File: src/cluster_pkg.sv
package cluster_pkg;

    //*********************************************************************
    // Cluster sizing
    //*********************************************************************

    localparam int num_sockets   = 2;
    localparam int sock_idx_bits = (num_sockets > 1) ? $clog2(num_sockets) : 1;

    //*********************************************************************
    // DCR address map
    //*********************************************************************

    localparam int dcr_addr_bits = 12;

    // Each register block decodes this many word slots
    localparam int block_regs = 4;

    localparam logic [dcr_addr_bits-1:0] sock_base   = 12'h010;
    localparam logic [dcr_addr_bits-1:0] sock_stride = 12'h010;

    // Socket register offsets
    localparam logic [1:0] reg_dst   = 2'd0;
    localparam logic [1:0] reg_count = 2'd1;
    localparam logic [1:0] reg_seed  = 2'd2;
    localparam logic [1:0] reg_start = 2'd3;

    localparam logic [dcr_addr_bits-1:0] irq_base = 12'h100;

    // Interrupt register offsets
    localparam logic [1:0] reg_irq_mask  = 2'd0;
    localparam logic [1:0] reg_irq_clear = 2'd1;

    // Data increment between consecutive fill words
    localparam logic [31:0] fill_step = 32'h0101_0101;

    //*********************************************************************
    // Bus structs
    //*********************************************************************

    typedef struct packed {
        logic                     valid;
        logic [dcr_addr_bits-1:0] addr;
        logic [31:0]              data;
    } dcr_write_t;

    // Decoded write toward one register block
    typedef struct packed {
        logic        valid;
        logic [1:0]  offset;
        logic [31:0] data;
    } sock_dcr_t;

    typedef struct packed {
        logic [31:0] addr;
        logic [31:0] data;
    } mem_req_t;

    // Wishbone classic master to slave
    typedef struct packed {
        logic        cyc;
        logic        stb;
        logic        we;
        logic [31:0] adr;
        logic [31:0] dat;
        logic [3:0]  sel;
    } wb_m2s_t;

    // Wishbone classic slave to master
    typedef struct packed {
        logic        ack;
        logic [31:0] dat;
    } wb_s2m_t;

endpackage

File: src/dcr_router.sv
module dcr_router (
    input  logic                    clk,
    input  logic                    rst_n,
    input  cluster_pkg::dcr_write_t dcr,
    output cluster_pkg::sock_dcr_t  sock_dcr [cluster_pkg::num_sockets],
    output cluster_pkg::sock_dcr_t  irq_dcr
);

    logic [cluster_pkg::num_sockets-1:0] sock_hit;
    logic                                irq_hit;

    logic [cluster_pkg::num_sockets-1:0] sock_vld_q;
    logic                                irq_vld_q;
    logic [1:0]                          offset_q;
    logic [31:0]                         data_q;

    // Range decode per socket block
    for (genvar i = 0; i < cluster_pkg::num_sockets; i++) begin : g_decode
        assign sock_hit[i] = dcr.valid
            && (dcr.addr >= cluster_pkg::sock_base + i * cluster_pkg::sock_stride)
            && (dcr.addr < cluster_pkg::sock_base + i * cluster_pkg::sock_stride
                           + cluster_pkg::block_regs);
    end

    assign irq_hit = dcr.valid
        && (dcr.addr >= cluster_pkg::irq_base)
        && (dcr.addr < cluster_pkg::irq_base + cluster_pkg::block_regs);

    always_ff @(posedge clk or negedge rst_n) begin
        if (!rst_n) begin
            sock_vld_q <= '0;
            irq_vld_q  <= 1'b0;
        end else begin
            sock_vld_q <= sock_hit;
            irq_vld_q  <= irq_hit;
        end
    end

    // Payload stage shared by all targets
    always_ff @(posedge clk) begin
        if (dcr.valid) begin
            offset_q <= dcr.addr[1:0];
            data_q   <= dcr.data;
        end
    end

    for (genvar i = 0; i < cluster_pkg::num_sockets; i++) begin : g_out
        assign sock_dcr[i] = '{valid: sock_vld_q[i], offset: offset_q, data: data_q};
    end

    assign irq_dcr = '{valid: irq_vld_q, offset: offset_q, data: data_q};

    // Register blocks never overlap
    assert property (@(posedge clk) disable iff (!rst_n)
        $onehot0({sock_vld_q, irq_vld_q}));

endmodule

File: src/socket_engine.sv
module socket_engine (
    input  logic                   clk,
    input  logic                   rst_n,
    input  cluster_pkg::sock_dcr_t cfg,
    output logic                   req_valid,
    output cluster_pkg::mem_req_t  req,
    input  logic                   req_ready,
    output logic                   busy,
    output logic                   done
);

    // Configuration registers
    logic [31:0] dst_q;
    logic [31:0] count_q;
    logic [31:0] seed_q;

    // Fill progress
    logic [31:0] cur_addr_q;
    logic [31:0] cur_data_q;
    logic [31:0] remain_q;
    logic        busy_q;
    logic        done_q;

    logic        cfg_idle;
    logic        start;
    logic        launch;
    logic        handshake;
    logic        last;

    // Writes only land while idle
    assign cfg_idle  = cfg.valid && !busy_q;
    assign start     = cfg_idle && (cfg.offset == cluster_pkg::reg_start);
    assign launch    = start && (count_q != 32'd0);
    assign handshake = req_valid && req_ready;
    assign last      = handshake && (remain_q == 32'd1);

    //*********************************************************************
    // Configuration
    //*********************************************************************

    always_ff @(posedge clk or negedge rst_n) begin
        if (!rst_n) begin
            dst_q   <= '0;
            count_q <= '0;
            seed_q  <= '0;
        end else if (cfg_idle) begin
            case (cfg.offset)
                cluster_pkg::reg_dst:   dst_q   <= cfg.data;
                cluster_pkg::reg_count: count_q <= cfg.data;
                cluster_pkg::reg_seed:  seed_q  <= cfg.data;
                default: ;
            endcase
        end
    end

    //*********************************************************************
    // Fill control
    //*********************************************************************

    always_ff @(posedge clk or negedge rst_n) begin
        if (!rst_n) begin
            busy_q   <= 1'b0;
            done_q   <= 1'b0;
            remain_q <= '0;
        end else begin
            // Zero count finishes right away
            done_q <= (start && !launch) || last;
            if (launch) begin
                busy_q   <= 1'b1;
                remain_q <= count_q;
            end else if (handshake) begin
                remain_q <= remain_q - 32'd1;
                if (last) begin
                    busy_q <= 1'b0;
                end
            end
        end
    end

    // Current word advances on each accepted request
    always_ff @(posedge clk) begin
        if (launch) begin
            cur_addr_q <= dst_q;
            cur_data_q <= seed_q;
        end else if (handshake) begin
            cur_addr_q <= cur_addr_q + 32'd4;
            cur_data_q <= cur_data_q + cluster_pkg::fill_step;
        end
    end

    assign req_valid = busy_q;
    assign req       = '{addr: cur_addr_q, data: cur_data_q};
    assign busy      = busy_q;
    assign done      = done_q;

    // A pending request holds until the arbiter takes it
    assert property (@(posedge clk) disable iff (!rst_n)
        req_valid && !req_ready |=> req_valid && $stable(req));

endmodule

File: src/mem_arb.sv
module mem_arb (
    input  logic                                clk,
    input  logic                                rst_n,
    input  logic [cluster_pkg::num_sockets-1:0] req_valid,
    input  cluster_pkg::mem_req_t               req [cluster_pkg::num_sockets],
    output logic [cluster_pkg::num_sockets-1:0] req_ready,
    output cluster_pkg::wb_m2s_t                wb_o,
    input  cluster_pkg::wb_s2m_t                wb_i
);

    logic [cluster_pkg::sock_idx_bits-1:0] ptr_q;
    logic [cluster_pkg::sock_idx_bits-1:0] gnt_q;
    logic [cluster_pkg::sock_idx_bits-1:0] pick;
    logic [cluster_pkg::sock_idx_bits-1:0] ptr_next;
    logic                                  pick_valid;
    logic                                  cyc_q;
    logic [31:0]                           adr_q;
    logic [31:0]                           dat_q;

    //*********************************************************************
    // Round-robin select
    //*********************************************************************

    // Scan downward so the nearest requester after ptr_q wins
    always_comb begin
        logic [31:0] idx;
        pick       = ptr_q;
        pick_valid = 1'b0;
        for (int k = cluster_pkg::num_sockets - 1; k >= 0; k--) begin
            idx = (ptr_q + k) % cluster_pkg::num_sockets;
            if (req_valid[idx]) begin
                pick       = idx[cluster_pkg::sock_idx_bits-1:0];
                pick_valid = 1'b1;
            end
        end
    end

    assign ptr_next = (pick == cluster_pkg::num_sockets - 1) ? '0 : pick + 1'b1;

    //*********************************************************************
    // Wishbone write cycle
    //*********************************************************************

    // Arbitrate only with the bus idle, which leaves a gap after each ack
    always_ff @(posedge clk or negedge rst_n) begin
        if (!rst_n) begin
            cyc_q <= 1'b0;
            gnt_q <= '0;
            ptr_q <= '0;
        end else if (!cyc_q) begin
            if (pick_valid) begin
                cyc_q <= 1'b1;
                gnt_q <= pick;
                ptr_q <= ptr_next;
            end
        end else if (wb_i.ack) begin
            cyc_q <= 1'b0;
        end
    end

    always_ff @(posedge clk) begin
        if (!cyc_q && pick_valid) begin
            adr_q <= req[pick].addr;
            dat_q <= req[pick].data;
        end
    end

    assign wb_o = '{
        cyc: cyc_q,
        stb: cyc_q,
        we:  1'b1,
        adr: adr_q,
        dat: dat_q,
        sel: 4'hf
    };

    // Ack goes back only to the granted socket
    always_comb begin
        req_ready = '0;
        req_ready[gnt_q] = cyc_q && wb_i.ack;
    end

    // Address held through wait states
    assert property (@(posedge clk) disable iff (!rst_n)
        wb_o.stb && !wb_i.ack |=> wb_o.stb && $stable(wb_o.adr));

endmodule

File: src/irq_ctl.sv
module irq_ctl (
    input  logic                                clk,
    input  logic                                rst_n,
    input  cluster_pkg::sock_dcr_t              cfg,
    input  logic [cluster_pkg::num_sockets-1:0] done,
    output logic [cluster_pkg::num_sockets-1:0] pending,
    output logic                                irq
);

    logic [cluster_pkg::num_sockets-1:0] mask_q;
    logic [cluster_pkg::num_sockets-1:0] pending_q;
    logic [cluster_pkg::num_sockets-1:0] clr;
    logic                                mask_wr;

    assign mask_wr = cfg.valid && (cfg.offset == cluster_pkg::reg_irq_mask);

    // Write one to clear
    assign clr = (cfg.valid && (cfg.offset == cluster_pkg::reg_irq_clear))
               ? cfg.data[cluster_pkg::num_sockets-1:0] : '0;

    always_ff @(posedge clk or negedge rst_n) begin
        if (!rst_n) begin
            mask_q <= '0;
        end else if (mask_wr) begin
            mask_q <= cfg.data[cluster_pkg::num_sockets-1:0];
        end
    end

    // New completion beats a clear in the same cycle
    always_ff @(posedge clk or negedge rst_n) begin
        if (!rst_n) begin
            pending_q <= '0;
        end else begin
            pending_q <= (pending_q & ~clr) | done;
        end
    end

    assign pending = pending_q;
    assign irq     = |(pending_q & mask_q);

endmodule

File: src/cluster.sv
module cluster (
    input  logic                                clk,
    input  logic                                rst_n,
    input  cluster_pkg::dcr_write_t             dcr,
    output cluster_pkg::wb_m2s_t                wb_o,
    input  cluster_pkg::wb_s2m_t                wb_i,
    output logic                                irq,
    output logic [cluster_pkg::num_sockets-1:0] irq_pending,
    output logic                                busy
);

    cluster_pkg::sock_dcr_t              sock_dcr [cluster_pkg::num_sockets];
    cluster_pkg::sock_dcr_t              irq_dcr;
    cluster_pkg::mem_req_t               sock_req [cluster_pkg::num_sockets];
    logic [cluster_pkg::num_sockets-1:0] sock_req_valid;
    logic [cluster_pkg::num_sockets-1:0] sock_req_ready;
    logic [cluster_pkg::num_sockets-1:0] sock_busy;
    logic [cluster_pkg::num_sockets-1:0] sock_done;

    dcr_router u_dcr_router (
        .clk      (clk),
        .rst_n    (rst_n),
        .dcr      (dcr),
        .sock_dcr (sock_dcr),
        .irq_dcr  (irq_dcr)
    );

    // Fill engines
    for (genvar i = 0; i < cluster_pkg::num_sockets; i++) begin : g_socket
        socket_engine u_socket (
            .clk       (clk),
            .rst_n     (rst_n),
            .cfg       (sock_dcr[i]),
            .req_valid (sock_req_valid[i]),
            .req       (sock_req[i]),
            .req_ready (sock_req_ready[i]),
            .busy      (sock_busy[i]),
            .done      (sock_done[i])
        );
    end

    mem_arb u_mem_arb (
        .clk       (clk),
        .rst_n     (rst_n),
        .req_valid (sock_req_valid),
        .req       (sock_req),
        .req_ready (sock_req_ready),
        .wb_o      (wb_o),
        .wb_i      (wb_i)
    );

    irq_ctl u_irq_ctl (
        .clk     (clk),
        .rst_n   (rst_n),
        .cfg     (irq_dcr),
        .done    (sock_done),
        .pending (irq_pending),
        .irq     (irq)
    );

    assign busy = |sock_busy;

endmodule

File: config.mk
export PLATFORM = sky130hd
export DESIGN_NAME = cluster
export DESIGN_NICKNAME = d
export VERILOG_FILES = /design/src/cluster_pkg.sv /design/src/dcr_router.sv /design/src/socket_engine.sv /design/src/mem_arb.sv /design/src/irq_ctl.sv /design/src/cluster.sv
export SDC_FILE = /design/constraint.sdc
export NUM_CORES = 1
export LEC_CHECK = 0
export BUFFER_PORTS_ARGS = -buffer_cell sky130_fd_sc_hd__buf_2
export CAP_MARGIN = 20
export CORE_UTILIZATION = 30
export CTS_CLUSTER_DIAMETER = 200
export DETAILED_ROUTE_END_ITERATION = 16
export PLACE_DENSITY_LB_ADDON = 0.2
export SLEW_MARGIN = 20
export SYNTH_ARGS = -nofsm -noshare
export SYNTH_HDL_FRONTEND = slang
export SYNTH_HIERARCHICAL = 1
export SYNTH_SLANG_ARGS = --single-unit
File: constraint.sdc
create_clock -name clk -period 4.4 [get_ports clk]
set_clock_uncertainty 0.2 [all_clocks]
set_input_delay 1.1 -clock clk [delete_from_list [all_inputs] [get_ports clk]]
set_output_delay 1.1 -clock clk [all_outputs]
set_load 0.05 [all_outputs]
### Word-level counts from Yosys, hierarchy flattened

Index checks and enable logic that the tools add are counted.
W data, S select, Z words.

| word-level totals | value |
|---|---|
| output and inout bits | 75 |
| bits of input ports | 80 |
| register bits | 496 |
| word-level logic and storage cells | 142 |

| cells by class | value |
|---|---|
| muxes and demuxes | 36 |
| $add $sub $neg | 8 |
| bitwise gates (word level) | 7 |
| reductions and logical operators | 48 |
| magnitude comparators | 11 |
| equality and inequality tests | 5 |

Operators by type and width:

| operator | count |
|---|---|
| $mux W32 | 12 |
| $mux W64 | 3 |
| $add A32 B25 Y32 const B | 2 |
| $add A32 B3 Y32 const B | 2 |
| $eq A32 B1 Y1 const B | 2 |
| $reduce_bool A32 Y1 | 2 |
| $sub A32 B1 Y32 const B | 2 |
| $logic_and A1 B1 Y1 | 23 |
| $mux W1 | 19 |
| $reduce_and A2 Y1 | 9 |
| $ge A12 B5 Y1 const B | 1 |
| $ge A12 B6 Y1 const B | 1 |
| $ge A12 B9 Y1 const B | 1 |
| $lt A12 B5 Y1 const B | 1 |
| $lt A12 B6 Y1 const B | 1 |
| $lt A12 B9 Y1 const B | 1 |
| $reduce_bool A2 Y1 | 4 |
| $and A2 B2 Y2 | 3 |
| $lt A1 B2 Y1 const B | 3 |
| $logic_not A1 Y1 | 5 |
| $eq A2 B2 Y1 const B | 2 |
| $reduce_or A2 Y1 | 2 |
| $add A1 B1 Y1 const B | 2 |
| $eq A2 B1 Y1 const B | 1 |
| 10 further kinds | 11 |

### Depth between registers and ports, before layout

Gate-level depths: netlist of the first run.

| depth | value |
|---|---|
| word-level depth | 10 |
| gate-level depth with buffers | 8 |
| mapped depth without buffers | 7 |

### Hierarchy

Netlist of the first run, hierarchy kept.

Modules (own cells, without submodules):

| module | cells an instance | area an instance (um^2) | instances | sequential area each (um^2) |
|---|---|---|---|---|
| socket_engine | 820 | 9323.9 | 2 | 5175.0 |
| mem_arb | 159 | 2912.8 | 1 | 1996.9 |
| dcr_router | 115 | 1696.6 | 1 | 1096.1 |
| irq_ctl | 12 | 176.4 | 1 | 100.1 |
| cluster | 1 | 6.3 | 1 | 0.0 |

### Least setup slack after synthesis of the first run

OpenSTA, ideal clock, no wires.

| timing | value |
|---|---|
| path type | register to register |
| start point | register g_socket[0].u_socket.busy_q |
| end point | register u_mem_arb.adr_q[0] (enable) |
| path slack | 0.386 ns |
| period minus slack after synthesis | 4.014 ns |
| arrival | 3.326 ns |
| library setup time | 0.488 ns |
| path buffers | 1 |
| stages on the path, launching flop included | 4 |
| cell sequence | dfrtp_1 -> buf_4 -> nor2_1 -> nor2_1 |

| on the way | value |
|---|---|
| cells in the longest elaborated chain, start to end | 5 |
| elaborated cells between the ends (all ways) | 7 |
| those cells by class | mux (6); reduce/logical (1) |

Ends and longest elaborated chain:

| what | RTL line | text |
|---|---|---|
| start, declared | socket_engine.sv:21 | `logic busy_q;` |
| start signal, assigned | socket_engine.sv:62 | `busy_q <= 1'b0;` |
| start signal, assigned | socket_engine.sv:69 | `busy_q <= 1'b1;` |
| start signal, assigned | socket_engine.sv:74 | `busy_q <= 1'b0;` |
| $mux W1 (not written as such) (2 in a row) | mem_arb.sv:31 | `if (req_valid[idx]) begin` |
| $mux W1 | mem_arb.sv:31 |  |
| $mux W1 (*) | mem_arb.sv:31 |  |
| $logic_and A1 B1 Y1 (*) | mem_arb.sv:62 | `if (!cyc_q && pick_valid) begin` |
| end signal, assigned | mem_arb.sv:63 | `adr_q <= req[pick].addr;` |
| end, declared | mem_arb.sv:17 | `logic [31:0] adr_q;` |

Every way passes the cells marked *; elsewhere a longest branch is shown, timed or not. The select of a mux whose other input is x is not followed.
A chain may end at the register's enable or synchronous reset.

### Final worst setup path of the first run

| timing | value |
|---|---|
| start point | register g_socket[0].u_socket.busy_q |
| end point | output busy |

| on the way | value |
|---|---|
| cells in the longest elaborated chain, start to end | 1 |

Ends and longest elaborated chain:

| what | RTL line | text |
|---|---|---|
| $reduce_or A2 Y1 | cluster.sv:61 | `assign busy = \|sock_busy;` |
| end, declared | cluster.sv:9 | `output logic busy` |

Every way passes these cells.

==> results of run 1 <==
[per-layer routing]
metal / track usage / vias to the layer above / wire (um)
met5: 0 / - / 0
met1: 0.247 / 7819 / 31900
li1: - / 7068 / -
met3: 0.0244 / 78 / 3590
met4: 0.0425 / 0 / 1360
met2: 0.260 / 384 / 29600
[worst max-delay path, cell delays in order, from the launching register on]
cell and delay, ns:
dfrtp_1 0.72, or2_1 0.17, buf_2 0.26
[power groups by stage]
stage / clock [uW] / sequential [uW] / combinational [uW]
4_1_cts: 4420 / 5000 / 162
3_3_place_gp: 0 / 5090 / 160
6_report: 4270 / 5000 / 155
3_5_place_dp: 0 / 5090 / 162
2_1_floorplan: 0 / 4970 / 125
5_1_grt: 4580 / 5000 / 174
[cell usage after synthesis (all sizes together), types with 3 or more instances]
cell type / n / area (um2)
clkbuf: 66 / 248
o21bai: 4 / 30.0
buf: 94 / 706
o21ai: 135 / 687
dfrtp: 270 / 6760
a21o: 6 / 45.0
a41o: 4 / 40.0
xor2: 70 / 613
nor4b: 3 / 41.3
nor2b: 8 / 50.1
nand2: 218 / 818
o311ai: 6 / 52.6
o211ai: 32 / 240
a21oi: 32 / 160
or4: 13 / 109
edfxtp: 226 / 6790
ha: 8 / 100
or2: 9 / 56.3
nor4: 40 / 353
and3: 14 / 88.8
nand3: 78 / 410
or3: 22 / 138
a31oi: 16 / 100
nand3b: 4 / 30.0
mux2: 260 / 2930
xnor2: 60 / 526
nor3b: 5 / 52.6
and2: 14 / 87.6
nand4b: 4 / 35.0
inv: 20 / 75.1
nor2: 74 / 278
nor3: 33 / 193
nand4: 36 / 225
a221o: 4 / 40.0
and4: 16 / 140
[kinds of logic after synthesis]
group,after synthesis,share of synthesized area
compound gates,257,0.0662
xor+xnor,130,0.0486
fa+ha+maj,8,0.00427
buf+inv,180,0.0439
flops,496,0.578
mux,260,0.125
other cells,1,0.000160
simple gates,595,0.134
[through the flow]
stage                     worst slack (ns)  cells  hold slack, ns
after floorplan                      0.386   1931           0.204
after global routing                  1.22   3052           0.266
after CTS                             1.28   3051           0.245
final                                 1.34   3054           0.240
after global placement                1.10   2954           0.231
after detailed placement              1.08   2954           0.231
[worst min path at each step]
stage / from / to / slack [ns] / cells past startpoint
2_1_floorplan: g_socket[0].u_socket/done / u_irq_ctl/pending[0] / 0.20 / 1
3_3_place_gp: g_socket[0].u_socket/done / u_irq_ctl/pending[0] / 0.23 / 1
3_5_place_dp: g_socket[0].u_socket/done / u_irq_ctl/pending[0] / 0.23 / 1
4_1_cts: g_socket[0].u_socket/done / u_irq_ctl/pending[0] / 0.24 / 1
5_1_grt: g_socket[0].u_socket/done / u_irq_ctl/pending[0] / 0.27 / 1
6_report: g_socket[0].u_socket/done / u_irq_ctl/pending[0] / 0.24 / 1
[state kept, by name, indices dropped and copies added (netlist names), 64 cells and up]
| register | cells |
|---|---|
| g_socket.u_socket/seed_q | 64 |
| g_socket.u_socket/count_q | 64 |
| g_socket.u_socket/dst_q | 64 |
| g_socket.u_socket/cur_data_q | 64 |
| g_socket.u_socket/remain_q | 64 |
| g_socket.u_socket/cur_addr_q | 64 |
[layout make-up]
class,instances,share of cell area
well taps,1040,0.0493
multi-input cells,1255,0.339
repair buffers,144,0.0343
diodes,2,0.000190
inverters,20,0.00303
clock inverters,30,0.00749
flip-flops and latches,496,0.513
clock buffers,67,0.0537
==> reports/results.txt, run 1 <==
Bufs on Longest Clock Path -> 3
gpl congestion -> 0.805
H-Tree Depth -> 2
Core Area -> 77300 um2
CP required -> 3.10 ns
Routed Antenna Nets -> 0
IO Port Bufs -> 117
Initial Util -> 0.303
Die Area -> 79300 um2
r2r worst-path depth -> 6
Synth warnings -> 6
multi-input logic area -> 8950 um2
R2R Path Start -> g_socket[0].u_socket/count_q[9]
vias in the first global route -> 15.2k
Worst Tran Pin Value -> 1.06 ns
setup TNS -> 0 ns
total power -> 9430 uW
Syn Inst Count -> 1927
Worst-Skew Late Latency -> 0.61 ns
first-pass GRT wire length -> 99.6 mm
peak supply drop -> 0.255 mV
Final Util -> 0.341
die width -> 282 um
Final Hold Fails -> 0
DR iter-0 viols -> 881
I/O pin total -> 155
Avg Inst Size Synth -> 12.2 um2
router iterations before antenna repair -> 6
minimum clock period -> 3.06 ns
max_slew headroom -> 0.291
Pint -> 7290 uW
Setup Fix Bufs, Post-CTS -> 0
most frequent cells in the layout -> dfrtp_1 (270), mux2_2 (255), edfxtp_1 (226)
Reg2Reg Capture Point -> g_socket[0].u_socket/cur_addr_q[14]
final net count -> 2057
Routed wire per std cell -> 21.8 um
DP HPWL -> 44.0 mm
CP max FO -> 11
Netlist cell types -> 67
Seq cells post-synth -> 496
commonest non-fill, non-tap cell in the layout -> dfrtp_1
CTS Hold Buffers Added -> 0
outcome -> finished, final reports clean
Reg clk slew, reported paths -> 0.06 ns
part of the power in combinational logic -> 0.016
fillers -> 7795
# rows -> 102
async set-or-reset flop fraction in the synthesized netlist -> 0.544
clk sinks -> 496
fmax -> 0.327 GHz
sequential fraction of the synthesis area -> 0.578
Clock Power Share -> 0.453
CTS tree -> built
post_cts resized -> 0
WS Path Type -> register to primary output
power per cell area -> 357 nW/um2
Remaining DRCs -> 0
largest net degree at the start of global routing -> 86
Lkg Pwr -> 0.00997 uW
capture point of the worst path -> busy
Crit path arrival time -> 1.76 ns
ys flop type -> dfrtp_1
sequential power share -> 0.530
Crit. End Element -> primary output
cell area after placement -> 24800 um2
number of synthesized flops with an enable pin -> 226
share of cells above drive strength 1 -> 0.260
setup violators final -> 0
startpoint types -> register
WL final -> 66.5 mm
gr ovfl total -> 0
HP Class -> register to register
Die Y-Extent -> 282 um
Final Max Tran Viols -> 0
FF/Latch Area -> 13500 um2
Vias -> 15.3k
Final Cell Area -> 26400 um2
Final period util -> 0.696
switching share of power -> 0.226
via-per-instance ratio -> 5.03
P_sw -> 2130 uW
unrepaired setup endpoints after global routing -> no
Area Overhead vs Synth -> 12.6%
Mapped Area -> 23400 um2
gr usage total -> 0.168
CP Launch Point -> g_socket[0].u_socket/busy
maxcap violations -> 0
CTS buffer count -> 52
antenna violations before repair -> 12
root buffer cell -> clkbuf_16
reg2reg setup slack -> 1.39 ns
Power figures use the tool's default switching activity.
==> inputs of run 2 (changes only) <==
==> constraint.sdc (replaced) <==
create_clock -name clk -period 2.5 [get_ports clk]
set_clock_uncertainty 0.2 [all_clocks]
set_input_delay 0.625 -clock clk [delete_from_list [all_inputs] [get_ports clk]]
set_output_delay 0.625 -clock clk [all_outputs]
set_load 0.05 [all_outputs]
==> run 2 against run 1 <==
  * Non-clock buffer count up 137
  * Via count up 3.8%
  * Clock power up 95%
  * Register-to-register slack worse by 1.3 ns
  * Die area unchanged
  * Power up 85%
  * Combinational power up 120%
  * Critical endpoint unchanged
  * Largest cell class unchanged
  * Largest power group unchanged
==> reports/results.txt, run 2 (synthesis results as in run 1) <==
minimum clock period -> 2.45 ns
commonest non-fill, non-tap cell in the layout -> dfrtp_1 (unchanged)
post-route insts no fill -> 3196 (was 3054)
HP Class -> input pin to register (was register to register)
root buffer cell -> clkbuf_16 (unchanged)
WS Path Type -> register to primary output (unchanged)
cell area after placement -> 25800 um2 (was 24800 um2)
most frequent CP cell -> buf_4
CP Launch Point -> g_socket[1].u_socket/busy (was g_socket[0].u_socket/busy)
share of cells above drive strength 1 -> 0.297 (was 0.260)
IO Port Bufs -> 117 (unchanged)
Crit path arrival time -> 1.62 ns (was 1.76 ns)
Area Overhead vs Synth -> 19.6% (was 12.6%)
Reg2Reg Capture Point -> g_socket[1].u_socket/remain_q[18] (was g_socket[0].u_socket/cur_addr_q[14])
Remaining DRCs -> 0 (unchanged)
clk sinks -> 496 (unchanged)
Initial Util -> 0.303 (unchanged)
DP HPWL -> 46.3 mm (was 44.0 mm)
r2r worst-path depth -> 6 (unchanged)
via-per-instance ratio -> 4.99 (was 5.03)
# rows -> 102 (unchanged)
DR iter-0 viols -> 1240 (was 881)
die width -> 282 um (unchanged)
Final Hold Fails -> 0 (unchanged)
Worst Tran Pin Value -> 0.819 ns (was 1.06 ns)
CTS buffer count -> 54 (was 52)
CP required -> 1.67 ns (was 3.10 ns)
final net count -> 2196 (was 2057)
Worst-Skew Late Latency -> 0.61 ns (about the same)
Bufs on Longest Clock Path -> 3 (unchanged)
critical path's slowest cell -> dfrtp_2 (was dfrtp_1)
Final period util -> 0.978
CP max FO -> 11 (unchanged)
Final Max Tran Viols -> 0 (unchanged)
setup ws final -> 0.0543 ns (was 1.34 ns)
H-Tree Depth -> 2 (unchanged)
router iterations before antenna repair -> 5 (was 6)
startpoint types -> register (unchanged)
capture point of the worst path -> busy (unchanged)
CP top delay family -> flip-flops (unchanged)
placed cells -> 3054 (was 2954)
reg2reg setup slack -> 0.12 ns (was 1.39 ns)
CTS tree -> built (unchanged)
Core Area -> 77300 um2 (unchanged)
Lkg Pwr -> 0.0108 uW (was 0.00997 uW)
setup violators final -> 0 (unchanged)
power per cell area -> 622 nW/um2 (was 357 nW/um2)
largest net degree at the start of global routing -> 66 (was 86)
I/O pin total -> 155 (unchanged)
most frequent cells in the layout -> dfrtp_1 (269), mux2_2 (255), edfxtp_1 (226) (was dfrtp_1 (270), mux2_2 (255), edfxtp_1 (226))
Routed Antenna Nets -> 0 (unchanged)
WL final -> 68.3 mm (was 66.5 mm)
gpl congestion -> 0.824 (was 0.805)
first-pass GRT wire length -> 103 mm (was 99.6 mm)
hold path depth -> 3 (was 1)
Vias -> 15.9k (was 15.3k)
Cell Chain, Critical Path -> buf_4 -> or2_1 -> buf_4 (was or2_1 -> buf_2)
Buf/Inv on CP -> 2 (was 1)
total power -> 17400 uW (was 9430 uW)
max_slew headroom -> 0.454 (was 0.291)
R2R Path Start -> g_socket[1].u_socket/remain_q[10] (was g_socket[0].u_socket/count_q[9])
Die Area -> 79300 um2 (unchanged)
unrepaired setup endpoints after global routing -> yes (was no)
Post-Place Worst Slack -> -0.132 ns (was 1.08 ns)
fmax -> 0.409 GHz
gr usage total -> 0.174 (was 0.168)
Crit. End Element -> primary output (unchanged)
Reg clk slew, reported paths -> 0.06 ns (about the same)
setup TNS -> 0 ns (unchanged)
outcome -> finished, final reports clean (unchanged)
Die Y-Extent -> 282 um (unchanged)
Critical Path Stages -> 3 (was 2)
Slowest Stage Delay on Critical Path -> 0.41 ns (was 0.72 ns)
maxcap violations -> 0 (unchanged)
vias in the first global route -> 15.9k (was 15.2k)
peak supply drop -> 0.542 mV (was 0.255 mV)
antenna violations before repair -> 6 (was 12)
gr ovfl total -> 0 (unchanged)
Routed wire per std cell -> 21.4 um (was 21.8 um)
Final Cell Area -> 28000 um2 (was 26400 um2)
-- run 2: how the worst min path moves through the flow --
stage | startpoint | end | slack [ns]
5_1_grt | dcr[36] | u_dcr_router/sock_vld_q[0] | 0.09
4_1_cts | dcr[36] | u_dcr_router/sock_vld_q[0] | 0.07
3_3_place_gp | g_socket[0].u_socket/done | u_irq_ctl/pending[0] | 0.25
3_5_place_dp | g_socket[0].u_socket/done | u_irq_ctl/pending[0] | 0.24
2_1_floorplan | rst_n | g_socket[0].u_socket/busy | 0.13
6_report | dcr[36] | u_dcr_router/sock_vld_q[0] | 0.10
-- run 2: metal layers --
| metal | track usage | wire length [um] |
|---|---|---|
| met1 | 0.254 | 33200 |
| met3 | 0.0273 | 3500 |
| met2 | 0.263 | 29700 |
| met4 | 0.0563 | 1870 |
| met5 | 0 | 0 |
-- run 2: area by class of cell --
class	instances	area [um2]
fill	7601	49300
sequential	496	13500
multi-input combinational	1255	9030
timing repair buffer	281	2260
clock buffer	74	1540
tap	1040	1300
clock inverter	28	283
inverter	20	80.1
antenna	2	5.00
-- run 2: worst reg2reg max path, stage by stage (launching register included) --
cell	delay, ns
dfrtp_1	0.38
or3_1	0.49
nor4_4	0.34
buf_6	0.20
nand3_2	0.09
mux2_2	0.27
a221o_1	0.29
-- run 2: repair_timing --
item	CTS	global route
gates resized for setup	4	12
endpoints found under the setup margin	124	148
pin swaps	0	3
hold buffers	36	0
setup buffers	1	1
hold endpoints to repair	78	0
-- run 2: per-stage QoR --
| stage | util | hold slack, ns |
|---|---|---|
| finish | 0.363 | 0.105 |
| global route | 0.362 | 0.0901 |
| CTS | 0.362 | 0.0720 |
| detailed placement | 0.333 | 0.242 |
| global placement | 0.333 | 0.246 |
| floorplan | - | 0.129 |
-- run 2: where the power goes --
group,switching (uW),internal [uW]
sequential,227,8560
combinational,204,130
clock,3400,4920
